**config.mk**
```make
export PLATFORM = sky130hd
export DESIGN_NAME = noc_star
export DESIGN_NICKNAME = d
export VERILOG_FILES = /design/src/verilog/noc_pkg.sv /design/src/verilog/link_buffer.sv /design/src/verilog/hub_ctrl.sv /design/src/verilog/relu_pe.sv /design/src/verilog/noc_star.sv
export SDC_FILE = /design/constraint.sdc
export NUM_CORES = 1
export LEC_CHECK = 0
export BUFFER_PORTS_ARGS = -buffer_cell sky130_fd_sc_hd__buf_4
export CAP_MARGIN = 15
export CORE_ASPECT_RATIO = 0.7
export CORE_MARGIN = 2
export CORE_UTILIZATION = 45
export DETAILED_ROUTE_END_ITERATION = 6
export PLACE_DENSITY_LB_ADDON = 0.15
export SLEW_MARGIN = 20
export SYNTH_ARGS = -nofsm -noshare
export SYNTH_HDL_FRONTEND = slang
export SYNTH_SLANG_ARGS = --single-unit
```
**constraint.sdc**
```tcl
create_clock -name clk -period 3.92 [get_ports clk]
set_input_delay 0.196 -clock clk [delete_from_list [all_inputs] [get_ports clk]]
set_output_delay 0.196 -clock clk [all_outputs]
set_load 0.02 [all_outputs]
```
**src/verilog/noc_pkg.sv**
```systemverilog
`default_nettype none

package noc_pkg;

    // ------------------------------
    // Flit geometry
    // ------------------------------
    localparam int LANES  = 4;              // Signed lanes per flit
    localparam int LANE_W = 8;
    localparam int FLIT_W = LANES * LANE_W;

    // ------------------------------
    // Star topology
    // ------------------------------
    localparam int NODE_W     = 3;          // Hub is node 0, leaves 1 to 4
    localparam int NUM_LEAVES = 4;
    localparam int LEAF_IDX_W = 2;          // Index of a leaf, 0 based

    // Link buffering and credit flow
    localparam int LINK_DEPTH = 4;          // Also the initial credit count
    localparam int CREDIT_W   = 3;          // Holds 0 to LINK_DEPTH
    localparam int PTR_W      = 2;          // FIFO pointer width

    typedef logic [FLIT_W-1:0] flit_t;
    typedef logic [NODE_W-1:0] node_t;

    // Hub output register state
    typedef enum logic {
        OUT_IDLE = 1'b0,
        OUT_HOLD = 1'b1
    } out_state_e;

endpackage

`default_nettype wire

```
**src/verilog/link_buffer.sv**
```systemverilog
`default_nettype none

// Receive side of a credit link
module link_buffer (
    input  logic           clk,
    input  logic           rst_n,
    input  logic           push,
    input  noc_pkg::flit_t push_data,
    input  logic           pop,
    output noc_pkg::flit_t head,
    output logic           not_empty,
    output logic           credit
);
    import noc_pkg::*;

    flit_t               mem [LINK_DEPTH];
    logic [PTR_W-1:0]    wr_ptr;
    logic [PTR_W-1:0]    rd_ptr;
    logic [CREDIT_W-1:0] count;     // Entries held

    // ------------------------------
    // Storage
    // ------------------------------
    always_ff @(posedge clk) begin
        if (push) begin
            mem[wr_ptr] <= push_data;
        end
    end

    always_ff @(posedge clk or negedge rst_n) begin
        if (!rst_n) begin
            wr_ptr <= '0;
            rd_ptr <= '0;
            count  <= '0;
        end else begin
            if (push) begin
                wr_ptr <= wr_ptr + 1'b1;    // Wraps at LINK_DEPTH
            end
            if (pop) begin
                rd_ptr <= rd_ptr + 1'b1;
            end
            case ({push, pop})
                2'b10:   count <= count + 1'b1;
                2'b01:   count <= count - 1'b1;
                default: count <= count;
            endcase
        end
    end

    assign head      = mem[rd_ptr];
    assign not_empty = (count != '0);

    // Each freed slot goes back to the sender right away
    assign credit = pop;

    // ------------------------------
    // Protocol checks
    // ------------------------------
    // Sender pushed without a credit
    a_no_overflow: assert property (@(posedge clk) disable iff (!rst_n)
        push |-> (count != CREDIT_W'(LINK_DEPTH)) || pop);

    // Reader popped a slot that was never filled
    a_no_underflow: assert property (@(posedge clk) disable iff (!rst_n)
        pop |-> not_empty);

endmodule

`default_nettype wire

```
**src/verilog/hub_ctrl.sv**
```systemverilog
`default_nettype none

module hub_ctrl (
    input  logic                                     clk,
    input  logic                                     rst_n,
    input  logic                                     in_valid,
    output logic                                     in_ready,
    input  noc_pkg::flit_t                           in_data,
    input  noc_pkg::node_t                           in_dest,
    output logic [noc_pkg::NUM_LEAVES-1:0]           fwd_send,
    output noc_pkg::flit_t                           fwd_data,
    input  logic [noc_pkg::NUM_LEAVES-1:0]           fwd_credit,
    input  logic [noc_pkg::NUM_LEAVES-1:0]           ret_not_empty,
    input  noc_pkg::flit_t [noc_pkg::NUM_LEAVES-1:0] ret_head,
    output logic [noc_pkg::NUM_LEAVES-1:0]           ret_pop,
    output logic                                     out_valid,
    input  logic                                     out_ready,
    output noc_pkg::flit_t                           out_data,
    output noc_pkg::node_t                           out_src
);
    import noc_pkg::*;

    logic [CREDIT_W-1:0]   credit_cnt [NUM_LEAVES];
    logic                  dest_ok;
    logic [LEAF_IDX_W-1:0] dest_idx;
    logic                  has_credit;

    out_state_e            state;
    logic                  take;        // Output register may be reloaded
    logic [LEAF_IDX_W-1:0] rr_last;     // Last leaf served
    logic [LEAF_IDX_W-1:0] grant_idx;
    logic                  grant_any;

    // ------------------------------
    // Destination decode
    // ------------------------------
    always_comb begin
        dest_ok    = (in_dest >= node_t'(1)) && (in_dest <= node_t'(NUM_LEAVES));
        dest_idx   = LEAF_IDX_W'(in_dest - node_t'(1));
        has_credit = (credit_cnt[dest_idx] != '0);

        // Bad destinations are swallowed and never stalled
        in_ready = !dest_ok || has_credit;

        fwd_send = '0;
        if (in_valid && dest_ok && has_credit) begin
            fwd_send[dest_idx] = 1'b1;
        end
    end

    assign fwd_data = in_data;      // Shared bus whose strobe selects the leaf

    // Send spends a credit and a pop in the leaf earns one back
    always_ff @(posedge clk or negedge rst_n) begin
        if (!rst_n) begin
            for (int n = 0; n < NUM_LEAVES; n++) begin
                credit_cnt[n] <= CREDIT_W'(LINK_DEPTH);
            end
        end else begin
            for (int n = 0; n < NUM_LEAVES; n++) begin
                case ({fwd_send[n], fwd_credit[n]})
                    2'b10:   credit_cnt[n] <= credit_cnt[n] - 1'b1;
                    2'b01:   credit_cnt[n] <= credit_cnt[n] + 1'b1;
                    default: credit_cnt[n] <= credit_cnt[n];
                endcase
            end
        end
    end

    // ------------------------------
    // Return arbitration
    // ------------------------------
    assign take = (state == OUT_IDLE) || out_ready;

    // Search starts one past the last winner
    always_comb begin
        logic [LEAF_IDX_W-1:0] cand;
        grant_idx = '0;
        grant_any = 1'b0;
        for (int i = 0; i < NUM_LEAVES; i++) begin
            cand = LEAF_IDX_W'(rr_last + i + 1);
            if (!grant_any && ret_not_empty[cand]) begin
                grant_idx = cand;
                grant_any = 1'b1;
            end
        end

        ret_pop = '0;
        if (take && grant_any) begin
            ret_pop[grant_idx] = 1'b1;
        end
    end

    always_ff @(posedge clk or negedge rst_n) begin
        if (!rst_n) begin
            state   <= OUT_IDLE;
            rr_last <= LEAF_IDX_W'(NUM_LEAVES - 1);   // Leaf 1 wins first
        end else if (take) begin
            if (grant_any) begin
                state   <= OUT_HOLD;
                rr_last <= grant_idx;
            end else begin
                state <= OUT_IDLE;
            end
        end
    end

    // Output payload is loaded on the pop edge
    always_ff @(posedge clk) begin
        if (take && grant_any) begin
            out_data <= ret_head[grant_idx];
            out_src  <= node_t'(grant_idx + 1);
        end
    end

    assign out_valid = (state == OUT_HOLD);

    // ------------------------------
    // Checks
    // ------------------------------
    for (genvar n = 0; n < NUM_LEAVES; n++) begin : g_credit_chk
        // A leaf returned more credits than it was given
        a_credit_max: assert property (@(posedge clk) disable iff (!rst_n)
            credit_cnt[n] <= CREDIT_W'(LINK_DEPTH));
    end

endmodule

`default_nettype wire

```
**src/verilog/relu_pe.sv**
```systemverilog
`default_nettype none

// Leaf node: buffer, lane-wise ReLU, credit-limited return
module relu_pe (
    input  logic           clk,
    input  logic           rst_n,
    input  logic           fwd_send,
    input  noc_pkg::flit_t fwd_data,
    output logic           fwd_credit,
    output logic           ret_send,
    output noc_pkg::flit_t ret_data,
    input  logic           ret_credit
);
    import noc_pkg::*;

    flit_t               in_head;
    logic                in_not_empty;
    logic                in_pop;
    logic [CREDIT_W-1:0] ret_cnt;       // Free slots in the hub's return buffer

    // Clamp negative lanes to zero
    function automatic flit_t relu(input flit_t x);
        flit_t y;
        y = x;
        for (int l = 0; l < LANES; l++) begin
            if (x[l*LANE_W + LANE_W - 1]) begin
                y[l*LANE_W +: LANE_W] = '0;
            end
        end
        return y;
    endfunction

    // ------------------------------
    // Input link
    // ------------------------------
    link_buffer u_in_buf (
        .clk       (clk),
        .rst_n     (rst_n),
        .push      (fwd_send),
        .push_data (fwd_data),
        .pop       (in_pop),
        .head      (in_head),
        .not_empty (in_not_empty),
        .credit    (fwd_credit)
    );

    // Only pop when the result has somewhere to go
    assign in_pop = in_not_empty && (ret_cnt != '0);

    // ------------------------------
    // Return sender
    // ------------------------------
    always_ff @(posedge clk or negedge rst_n) begin
        if (!rst_n) begin
            ret_send <= 1'b0;
            ret_cnt  <= CREDIT_W'(LINK_DEPTH);
        end else begin
            ret_send <= in_pop;
            case ({in_pop, ret_credit})
                2'b10:   ret_cnt <= ret_cnt - 1'b1;   // Slot reserved at pop
                2'b01:   ret_cnt <= ret_cnt + 1'b1;
                default: ret_cnt <= ret_cnt;
            endcase
        end
    end

    always_ff @(posedge clk) begin
        if (in_pop) begin
            ret_data <= relu(in_head);
        end
    end

    // Hub never frees more slots than it has
    a_ret_credit_max: assert property (@(posedge clk) disable iff (!rst_n)
        ret_cnt <= CREDIT_W'(LINK_DEPTH));

endmodule

`default_nettype wire

```
**src/verilog/noc_star.sv**
```systemverilog
`default_nettype none

// Five-node star: hub router plus four ReLU leaves
module noc_star (
    input  logic           clk,
    input  logic           rst_n,

    // Master stream in
    input  logic           in_valid,
    output logic           in_ready,
    input  noc_pkg::flit_t in_data,
    input  noc_pkg::node_t in_dest,

    // Master stream out
    output logic           out_valid,
    input  logic           out_ready,
    output noc_pkg::flit_t out_data,
    output noc_pkg::node_t out_src
);
    import noc_pkg::*;

    // Hub to leaves
    logic [NUM_LEAVES-1:0]  fwd_send;
    flit_t                  fwd_data;
    logic [NUM_LEAVES-1:0]  fwd_credit;

    // Leaves to return buffers
    logic [NUM_LEAVES-1:0]  ret_send;
    flit_t [NUM_LEAVES-1:0] ret_data;
    logic [NUM_LEAVES-1:0]  ret_credit;

    // Return buffers to hub
    logic [NUM_LEAVES-1:0]  ret_pop;
    logic [NUM_LEAVES-1:0]  ret_not_empty;
    flit_t [NUM_LEAVES-1:0] ret_head;

    // ------------------------------
    // Hub router, node 0
    // ------------------------------
    hub_ctrl u_hub (
        .clk           (clk),
        .rst_n         (rst_n),
        .in_valid      (in_valid),
        .in_ready      (in_ready),
        .in_data       (in_data),
        .in_dest       (in_dest),
        .fwd_send      (fwd_send),
        .fwd_data      (fwd_data),
        .fwd_credit    (fwd_credit),
        .ret_not_empty (ret_not_empty),
        .ret_head      (ret_head),
        .ret_pop       (ret_pop),
        .out_valid     (out_valid),
        .out_ready     (out_ready),
        .out_data      (out_data),
        .out_src       (out_src)
    );

    // ------------------------------
    // Leaves, nodes 1 to 4
    // ------------------------------
    for (genvar n = 0; n < NUM_LEAVES; n++) begin : g_leaf
        relu_pe u_pe (
            .clk        (clk),
            .rst_n      (rst_n),
            .fwd_send   (fwd_send[n]),
            .fwd_data   (fwd_data),
            .fwd_credit (fwd_credit[n]),
            .ret_send   (ret_send[n]),
            .ret_data   (ret_data[n]),
            .ret_credit (ret_credit[n])
        );

        // Hub side of the return link
        link_buffer u_ret_buf (
            .clk       (clk),
            .rst_n     (rst_n),
            .push      (ret_send[n]),
            .push_data (ret_data[n]),
            .pop       (ret_pop[n]),
            .head      (ret_head[n]),
            .not_empty (ret_not_empty[n]),
            .credit    (ret_credit[n])
        );
    end

endmodule

`default_nettype wire

```
# [After elaboration in Yosys (flattened, before gate mapping)]
# Memories as Yosys holds them, arrays and structs flattened.
# Cells that the tools add are included.
[word_totals] in_bits=39 ram_bits=1024 elab_cells=266 regBits=250 out_inout_bits=37 mem_count=8
[mem_list] name="g_leaf[0].u_pe.u_in_buf.mem" words=4 word_bits=32 read_ports=1 rd_clocked_by_memory_dff=0 wr=1 line="link_buffer.sv:16" rtl="flit_t mem [LINK_DEPTH];"
[mem_list] name="g_leaf[0].u_ret_buf.mem" words=4 word_bits=32 read_ports=1 rd_clocked_by_memory_dff=0 wr=1 line="link_buffer.sv:16"
[mem_list] name="g_leaf[1].u_pe.u_in_buf.mem" words=4 word_bits=32 read_ports=1 rd_clocked_by_memory_dff=0 wr=1 line="link_buffer.sv:16"
[mem_list] name="g_leaf[1].u_ret_buf.mem" words=4 word_bits=32 read_ports=1 rd_clocked_by_memory_dff=0 wr=1 line="link_buffer.sv:16"
[mem_list] name="g_leaf[2].u_pe.u_in_buf.mem" words=4 word_bits=32 read_ports=1 rd_clocked_by_memory_dff=0 wr=1 line="link_buffer.sv:16"
[mem_list] name="g_leaf[2].u_ret_buf.mem" words=4 word_bits=32 read_ports=1 rd_clocked_by_memory_dff=0 wr=1 line="link_buffer.sv:16"
[mem_list] name="+2 memories"
[op_classes] bitwise=2 order_cmp=11 n_reduce_logical=45 n_addsub=56 n_eq_ne=24 mux=60
[op_table] cell="$pmux 3 s2" n=16
[op_table] cell="$bmux 32 s2" n=1
[op_table] cell="$add 3x1->3 const B" n=16
[op_table] cell="$sub 3x1->3 const B" n=16
[op_table] cell="$add 2x1->2 const B" n=20
[op_table] cell="$reduce_bool 3->1" n=13
[op_table] cell="$mux 32" n=1
[op_table] cell="$mux 1" n=27
[op_table] cell="$eq 2x1->1 const B" n=12
[op_table] cell="$eq 2x2->1 const B" n=12
[op_table] cell="$reduce_bool 2->1" n=12
[op_table] cell="$lt 2x3->1 const B" n=6
[op_table] cell="$logic_and 1x1->1" n=13
[op_table] cell="$bmux 1 s2" n=4
[op_table] cell="$mux 2" n=4
[op_table] cell="$mux 4" n=2
[op_table] cell="$bmux 3 s2" n=1
[op_table] cell="$mux 3" n=2
[op_table] cell="$add 2x2->2 const B" n=2
[op_table] cell="$demux 1 s2" n=2
[op_table] cell="$ge 2x1->1 const B" n=2
[op_table] cell="$logic_not 1->1" n=4
[op_table] cell="$add 2x1->3 const B" n=1
[op_table] cell="$ge 3x1->1 const B" n=1
[op_table] cell="7 further kinds" n=8

# [Logic depth before layout (Yosys ltp)]
[depth] ltp_word=20 depth_mapped=14 mapped_depth_nobuf=13

# [By module]
# Synthesis repeated with hierarchy kept, for this count alone.
[unflattened] hier_cells=2341 hier_area_um2=49681.4
[by_module_without_submodules] mod="link_buffer at g_leaf[1].u_pe.u_in_buf ..." instances=4 area_each_um2=5067.4 seq_area_each_um2=4018.9 cells_per_inst=204
[by_module_without_submodules] mod="link_buffer at g_leaf[0].u_pe.u_in_buf ..." instances=4 area_each_um2=5057.4 seq_area_each_um2=4018.9 cells_per_inst=201
[by_module_without_submodules] mod="relu_pe" instances=4 area_each_um2=1239.9 seq_area_each_um2=942.2 cells_per_inst=75
[by_module_without_submodules] mod="hub_ctrl" instances=1 area_each_um2=4222.8 seq_area_each_um2=1433.9 cells_per_inst=421

# [Worst setup path after synthesis]
# No wires, ideal clock.
[synth_path] path_kind="reg-to-reg" start="register g_leaf[2].u_pe.ret_cnt[2]" end="register u_hub.credit_cnt[5] in the netlist's numbering" required_time_ns=3.845 t_arrival_ns=3.307 slack_ns=0.539 stages_incl_launch_ff=9 path_buffers=0 synth_period_minus_slack_ns=3.381 setup_ns=0.075 path_cell_list="dfstp_2 > nor3_1 > nor2_1 > ha_1 > inv_1 > fa_1 > xor2_1 > nor2_1 > xor2_1"
[synth_via] elab_chain_len=4 word_cells_on_any_way=6 classes_between="eq/ne (2); mux (1); reduce/logical (3)"
[synth_lines] element="start: declaration" line="relu_pe.sv:19" rtl="logic [CREDIT_W-1:0] ret_cnt;"
[synth_lines] element="start signal: assignment" line="relu_pe.sv:56" rtl="ret_cnt <= CREDIT_W'(LINK_DEPTH);"
[synth_lines] element="start signal: assignment" line="relu_pe.sv:60" rtl="2'b10: ret_cnt <= ret_cnt - 1'b1;"
[synth_lines] element="start signal: assignment" line="relu_pe.sv:61" rtl="2'b01: ret_cnt <= ret_cnt + 1'b1;"
[synth_lines] element="$reduce_bool 3->1 (*)" line="relu_pe.sv:48" rtl="assign in_pop = in_not_empty && (ret_cnt != '0);"
[synth_lines] element="$logic_and 1x1->1 (*)" line="relu_pe.sv:48"
[synth_lines] element="via g_leaf[2].u_pe.fwd_credit" line="relu_pe.sv:9" rtl="output logic fwd_credit,"
[synth_lines] element="$eq 2x1->1 / $eq 2x2->1 (equally long branches)" line="hub_ctrl.sv:61" rtl="case ({fwd_send[n], fwd_credit[n]})"
[synth_lines] element="$pmux 3 s2 / $reduce_bool 2->1 (equally long branches)"
[synth_lines] element="end signal: indexed assignment" line="hub_ctrl.sv:62" rtl="2'b10: credit_cnt[n] <= credit_cnt[n] - 1'b1;"
[synth_lines] element="end signal: indexed assignment" line="hub_ctrl.sv:63" rtl="2'b01: credit_cnt[n] <= credit_cnt[n] + 1'b1;"
[synth_lines] element="end signal: indexed assignment" line="hub_ctrl.sv:64" rtl="default: credit_cnt[n] <= credit_cnt[n];"
[synth_lines] element="end: declaration" line="hub_ctrl.sv:23" rtl="logic [CREDIT_W-1:0] credit_cnt [NUM_LEAVES];"
# Mark *: on every way through the listed nets, which the timed path passes. The rest lies on a longest branch.
# A chain may end at the register's enable or synchronous reset.

# [Worst setup path in the final report]
[layout_path] start="register u_hub.credit_cnt[8] in the netlist's numbering" end="register u_hub.credit_cnt[1] in the netlist's numbering"
[layout_via] elab_chain_len=8 word_cells_on_any_way=10 classes_between="eq/ne (2); mux (5); reduce/logical (3)"
[layout_lines] element="start signal: indexed assignment" line="hub_ctrl.sv:57" rtl="credit_cnt[n] <= CREDIT_W'(LINK_DEPTH);"
[layout_lines] element="start signal: indexed assignment" line="hub_ctrl.sv:62"
[layout_lines] element="start signal: indexed assignment" line="hub_ctrl.sv:63"
[layout_lines] element="$bmux 3 s2 (*)" line="hub_ctrl.sv:40" rtl="has_credit = (credit_cnt[dest_idx] != '0);"
[layout_lines] element="$mux 3 (implied by the code) (*) (2 in series)" line="hub_ctrl.sv:40"
[layout_lines] element="$reduce_bool 3->1 (*)" line="hub_ctrl.sv:40"
[layout_lines] element="$logic_and 1x1->1 (*)" line="hub_ctrl.sv:46" rtl="if (in_valid && dest_ok && has_credit) begin"
[layout_lines] element="$mux 4 (*)" line="hub_ctrl.sv:46"
[layout_lines] element="$eq 2x1->1 / $eq 2x2->1 (equally long branches)" line="hub_ctrl.sv:61"
[layout_lines] element="$pmux 3 s2 / $reduce_bool 2->1 (equally long branches)"
# Mark *: on every way between the ends. The rest lies on a longest branch, timed or not. The select of a mux whose other input is x is not followed.

==> key figures <==
Logic synthesis
  • Ys Warns: 0
  • Area leader, netlist: edfxtp_1
  • Synth top cells by count: edfxtp_1 (1103), mux4_2 (241), nor2b_1 (112)
  • FF+latch count, synth: 1190
  • Mean Syn Cell Area: 22.24 µm²
  • Synth cell types: 44
  • Post-synth EDFFs: 1103
  • Post-synth top flop: edfxtp_1
  • Area contributors post-synth: edfxtp_1 (73%), mux4_2 (12%), dfrtp_1 (4.2%)
  • Seq/Total Area, Yosys: 77.69%
  • Async SR Flop Fraction: 7.311%
  • Mapped Area: 45450 µm²
  • Top cell type's share of synthesized area: 72.87%
  • Most common cell in the netlist: edfxtp_1
  • Syn Inst Count: 2044

Placed design
  • DP Worst Slack: 0.6992 ns
  • Dpl cell area: 47920 µm²
  • HPWL Detailed: 66450 µm
  • Placed Instances: 3435
  • I/O Buffers: 71
  • GPL Wtd Cong: 0.7720

Setup path
  • Critical path origin: u_hub.credit_cnt[8]$_DFFE_PN1P_
  • CP most frequent cell: inv_1
  • Cells along the critical path: nor3_1, mux4_2, and3b_1, and2_1, inv_1, ha_1, inv_1, fa_1, mux2_2
  • Crit end category: flip-flop
  • Crit-path max FO: 20
  • Crit start category: flip-flop
  • Slowest stage cell, crit path: and3b_1
  • Crit path required time: 4.50 ns
  • Max stage delay on crit path: 0.61 ns
  • Crit Path Class: flip-flop to flip-flop
  • Worst path arrival time: 3.78 ns
  • RR Startpoint: u_hub.credit_cnt[8]$_DFFE_PN1P_

Pwr
  • P_int: 29930 µW
  • Tot Pwr: 44300 µW
  • Power share of the clock group: 22.8%
  • IR drop worst, VDD: 483.8 µV
  • Seq pwr share: 47.5%
  • Leakage: 0.01756 µW
  • Switch share: 32.43%
  • P per Cell Area: 857.8 nW/µm²
  • Comb pwr share: 29.6%
  • Switch Pwr: 14370 µW

Timing
  • Slew @ Worst Pin: 1.030 ns
  • Worst Slack Setup Final: 0.7120 ns
  • Layout Skew: 0.02136 ns
  • Fin. max-slew vios: 0
  • Final Hold Vio Count: 0
  • Fin Setup TNS: 0 ns
  • Final worst-path cycle share: 81.84%
  • F_max: 0.3117 GHz
  • Slew Limit Headroom: 30.99%
  • Final setup viols: 0
  • Minimum clock period: 3.208 ns
  • RSZ-0062 raised after global routing: false

Hold path
  • Worst Hold Launch: in_dest[1]
  • Hold Path Class: input pin to flip-flop

Die
  • Die Y-Extent: 269.9 µm
  • CORE AREA: 100100 µm²
  • # IOs: 76
  • Initial Util: 45.39%
  • # rows: 97
  • Chip Width: 383.9 µm
  • Die ar.: 103600 µm²

Final layout
  • NumNets Final: 2349
  • # fillers: 7784
  • Layout cells sized above 1: 25.64%
  • Post-route cell area: 51640 µm²
  • Area Growth Syn to Fin: 13.62%
  • Post-route non-filler standard cell count: 3675

Detailed routing
  • Vias per cell: 5.447
  • Drt initial violations: 1949
  • Detailed Routing Iterations Pass 1: 5
  • Routed WL: 100700 µm
  • Drt drc: 0
  • Vias: 20020
  • Routed Antenna Nets: 0
  • WL/cell: 27.40 µm

Global routing
  • Largest net degree at the start of global routing: 56
  • Initial antenna violation count: 13
  • Number of global-route vias before repair: 20340
  • All-Layer GR Usage: 19.81%
  • Gr ovfl total: 0
  • First-pass GRT wire length: 145800 µm

Flow run
  • Max-Cap Viols: 0

Clocking
  • CTS root buf: clkbuf_16
  • Post-CTS resize count: 0
  • CTS tree: yes
  • Num CTS Buffers: 110
  • H-tree lvl count: 3
  • Buffer count from post-CTS setup fixing: 0
  • Clk Latency, worst-skew pair: 0.71 ns
  • CTS clk-pin slew, worst paths: 0.06 ns
  • Clock Path Buffers: 3
  • Clock Sinks: 1190

Run status
  • Run status: finished clean
[per-layer routing]
layer | wire length (µm) | GRT usage (%) | up-vias | share of wire [%]
met5 | 0 | 0 | - | 0
li1 | - | - | 8594 | -
met3 | 7495 | 5.318 | 104 | 7.4
met2 | 43500 | 27.60 | 581 | 43
met4 | 1497 | 3.591 | 0 | 1.5
met1 | 48190 | 31.51 | 10740 | 48
[through the flow]
step	util [%]	hold slack, ns
after floorplan	-	-0.09959
after global placement	47.86	0.4117
after detailed placement	47.86	0.4120
after CTS	51.57	0.1160
after global routing	51.57	0.1798
final	51.58	0.1695
[power groups by stage]
stage | Combinational (µW) | Clock [µW] | Sequential [µW]
6_report | 13100 | 10100 | 21100
5_1_grt | 14200 | 10900 | 21500
4_1_cts | 13500 | 10300 | 21100
3_5_place_dp | 13400 | 0 | 21400
3_3_place_gp | 13200 | 0 | 21100
2_1_floorplan | 8850 | 0 | 20200
[critical path: cells and delay by family (launching register included)]
kind	cells	cell delay (ns)
fa+ha+maj	2	0.64
flops	1	0.53
mux	2	0.76
simple gates	3	0.97
buf+inv	2	0.17
[what timing repair did]
action | in CTS | in global routing
hold buffers | 34 | 0
endpoints found under the setup margin | 0 | 0
hold endpoints to repair | 560 | 0
[cell families after synthesis]
group	synth area share (%)
buffers and inverters	1.321
and+or+nand+nor	2.948
xor gates and xnor gates	1.440
muxes	14.24
adders and majority gates	2.054
AOI/OAI and AO/OA	0.2946
DFF	77.69
other	0.008251
[flip-flops by register name, summed over array words and instances (netlist names)]
signal	flops
g_leaf.u_pe.ret_cnt	12
g_leaf.u_pe.ret_data	112
g_leaf.u_pe.ret_send	4
g_leaf.u_pe.u_in_buf.count	12
g_leaf.u_pe.u_in_buf.mem	512
g_leaf.u_pe.u_in_buf.rd_ptr	8
g_leaf.u_pe.u_in_buf.wr_ptr	8
g_leaf.u_ret_buf.count	12
g_leaf.u_ret_buf.mem	448
g_leaf.u_ret_buf.rd_ptr	8
g_leaf.u_ret_buf.wr_ptr	8
u_hub.credit_cnt	12
u_hub.out_data	28
u_hub.out_src	3
u_hub.out_valid	1
u_hub.rr_last	2
[placed cells by master (no fill, tap or decap), drive strengths merged, types with 4 or more instances in the layout]
cell and count:
edfxtp 1103, mux4 241, clkbuf 146, buf 129
nor2b 112, mux2i 91, dfrtp 77, inv 63
ha 49, xor2 46, clkinv 46, dlygate4sd3 34
xnor2 27, nor2 23, and2 20, and3 18
nor3 18, fa 16, nand2 14, mux2 12
o21ai 11, dfstp 10, nand2b 5, conb 4
bufinv 4
[final timing paths]
path	slack (ns)	depth (start not counted)	endpoint
worst max-delay path	0.71	9	u_hub.credit_cnt[1]$_DFFE_PN0P_
worst min-delay path	0.17	4	g_leaf[2].u_pe.u_in_buf.wr_ptr[0]$_DFFE_PN0P_
worst max register to register	0.71	9	u_hub.credit_cnt[1]$_DFFE_PN0P_
worst min register to register	0.47	1	g_leaf[3].u_pe.u_in_buf.count[2]$_DFFE_PN0P_
max in group asynchronous	2.74	3	u_hub.credit_cnt[5]$_DFFE_PN1P_
min in group asynchronous	0.18	2	g_leaf[1].u_ret_buf.rd_ptr[0]$_DFFE_PN0P_
[final cells by class]
type / instances / area, µm² / share of cell area, %
flip-flops and latches: 1190 / 35330 / 68.41
multi-input cells: 721 / 9643 / 18.67
clock buffers: 146 / 2960 / 5.733
well taps: 1336 / 1672 / 3.237
repair buffers: 163 / 1396 / 2.704
clock inverters: 57 / 415.4 / 0.8044
inverters: 59 / 221.5 / 0.4289
diodes: 3 / 7.507 / 0.01454
No activity file was read; power rests on OpenSTA's default activity.
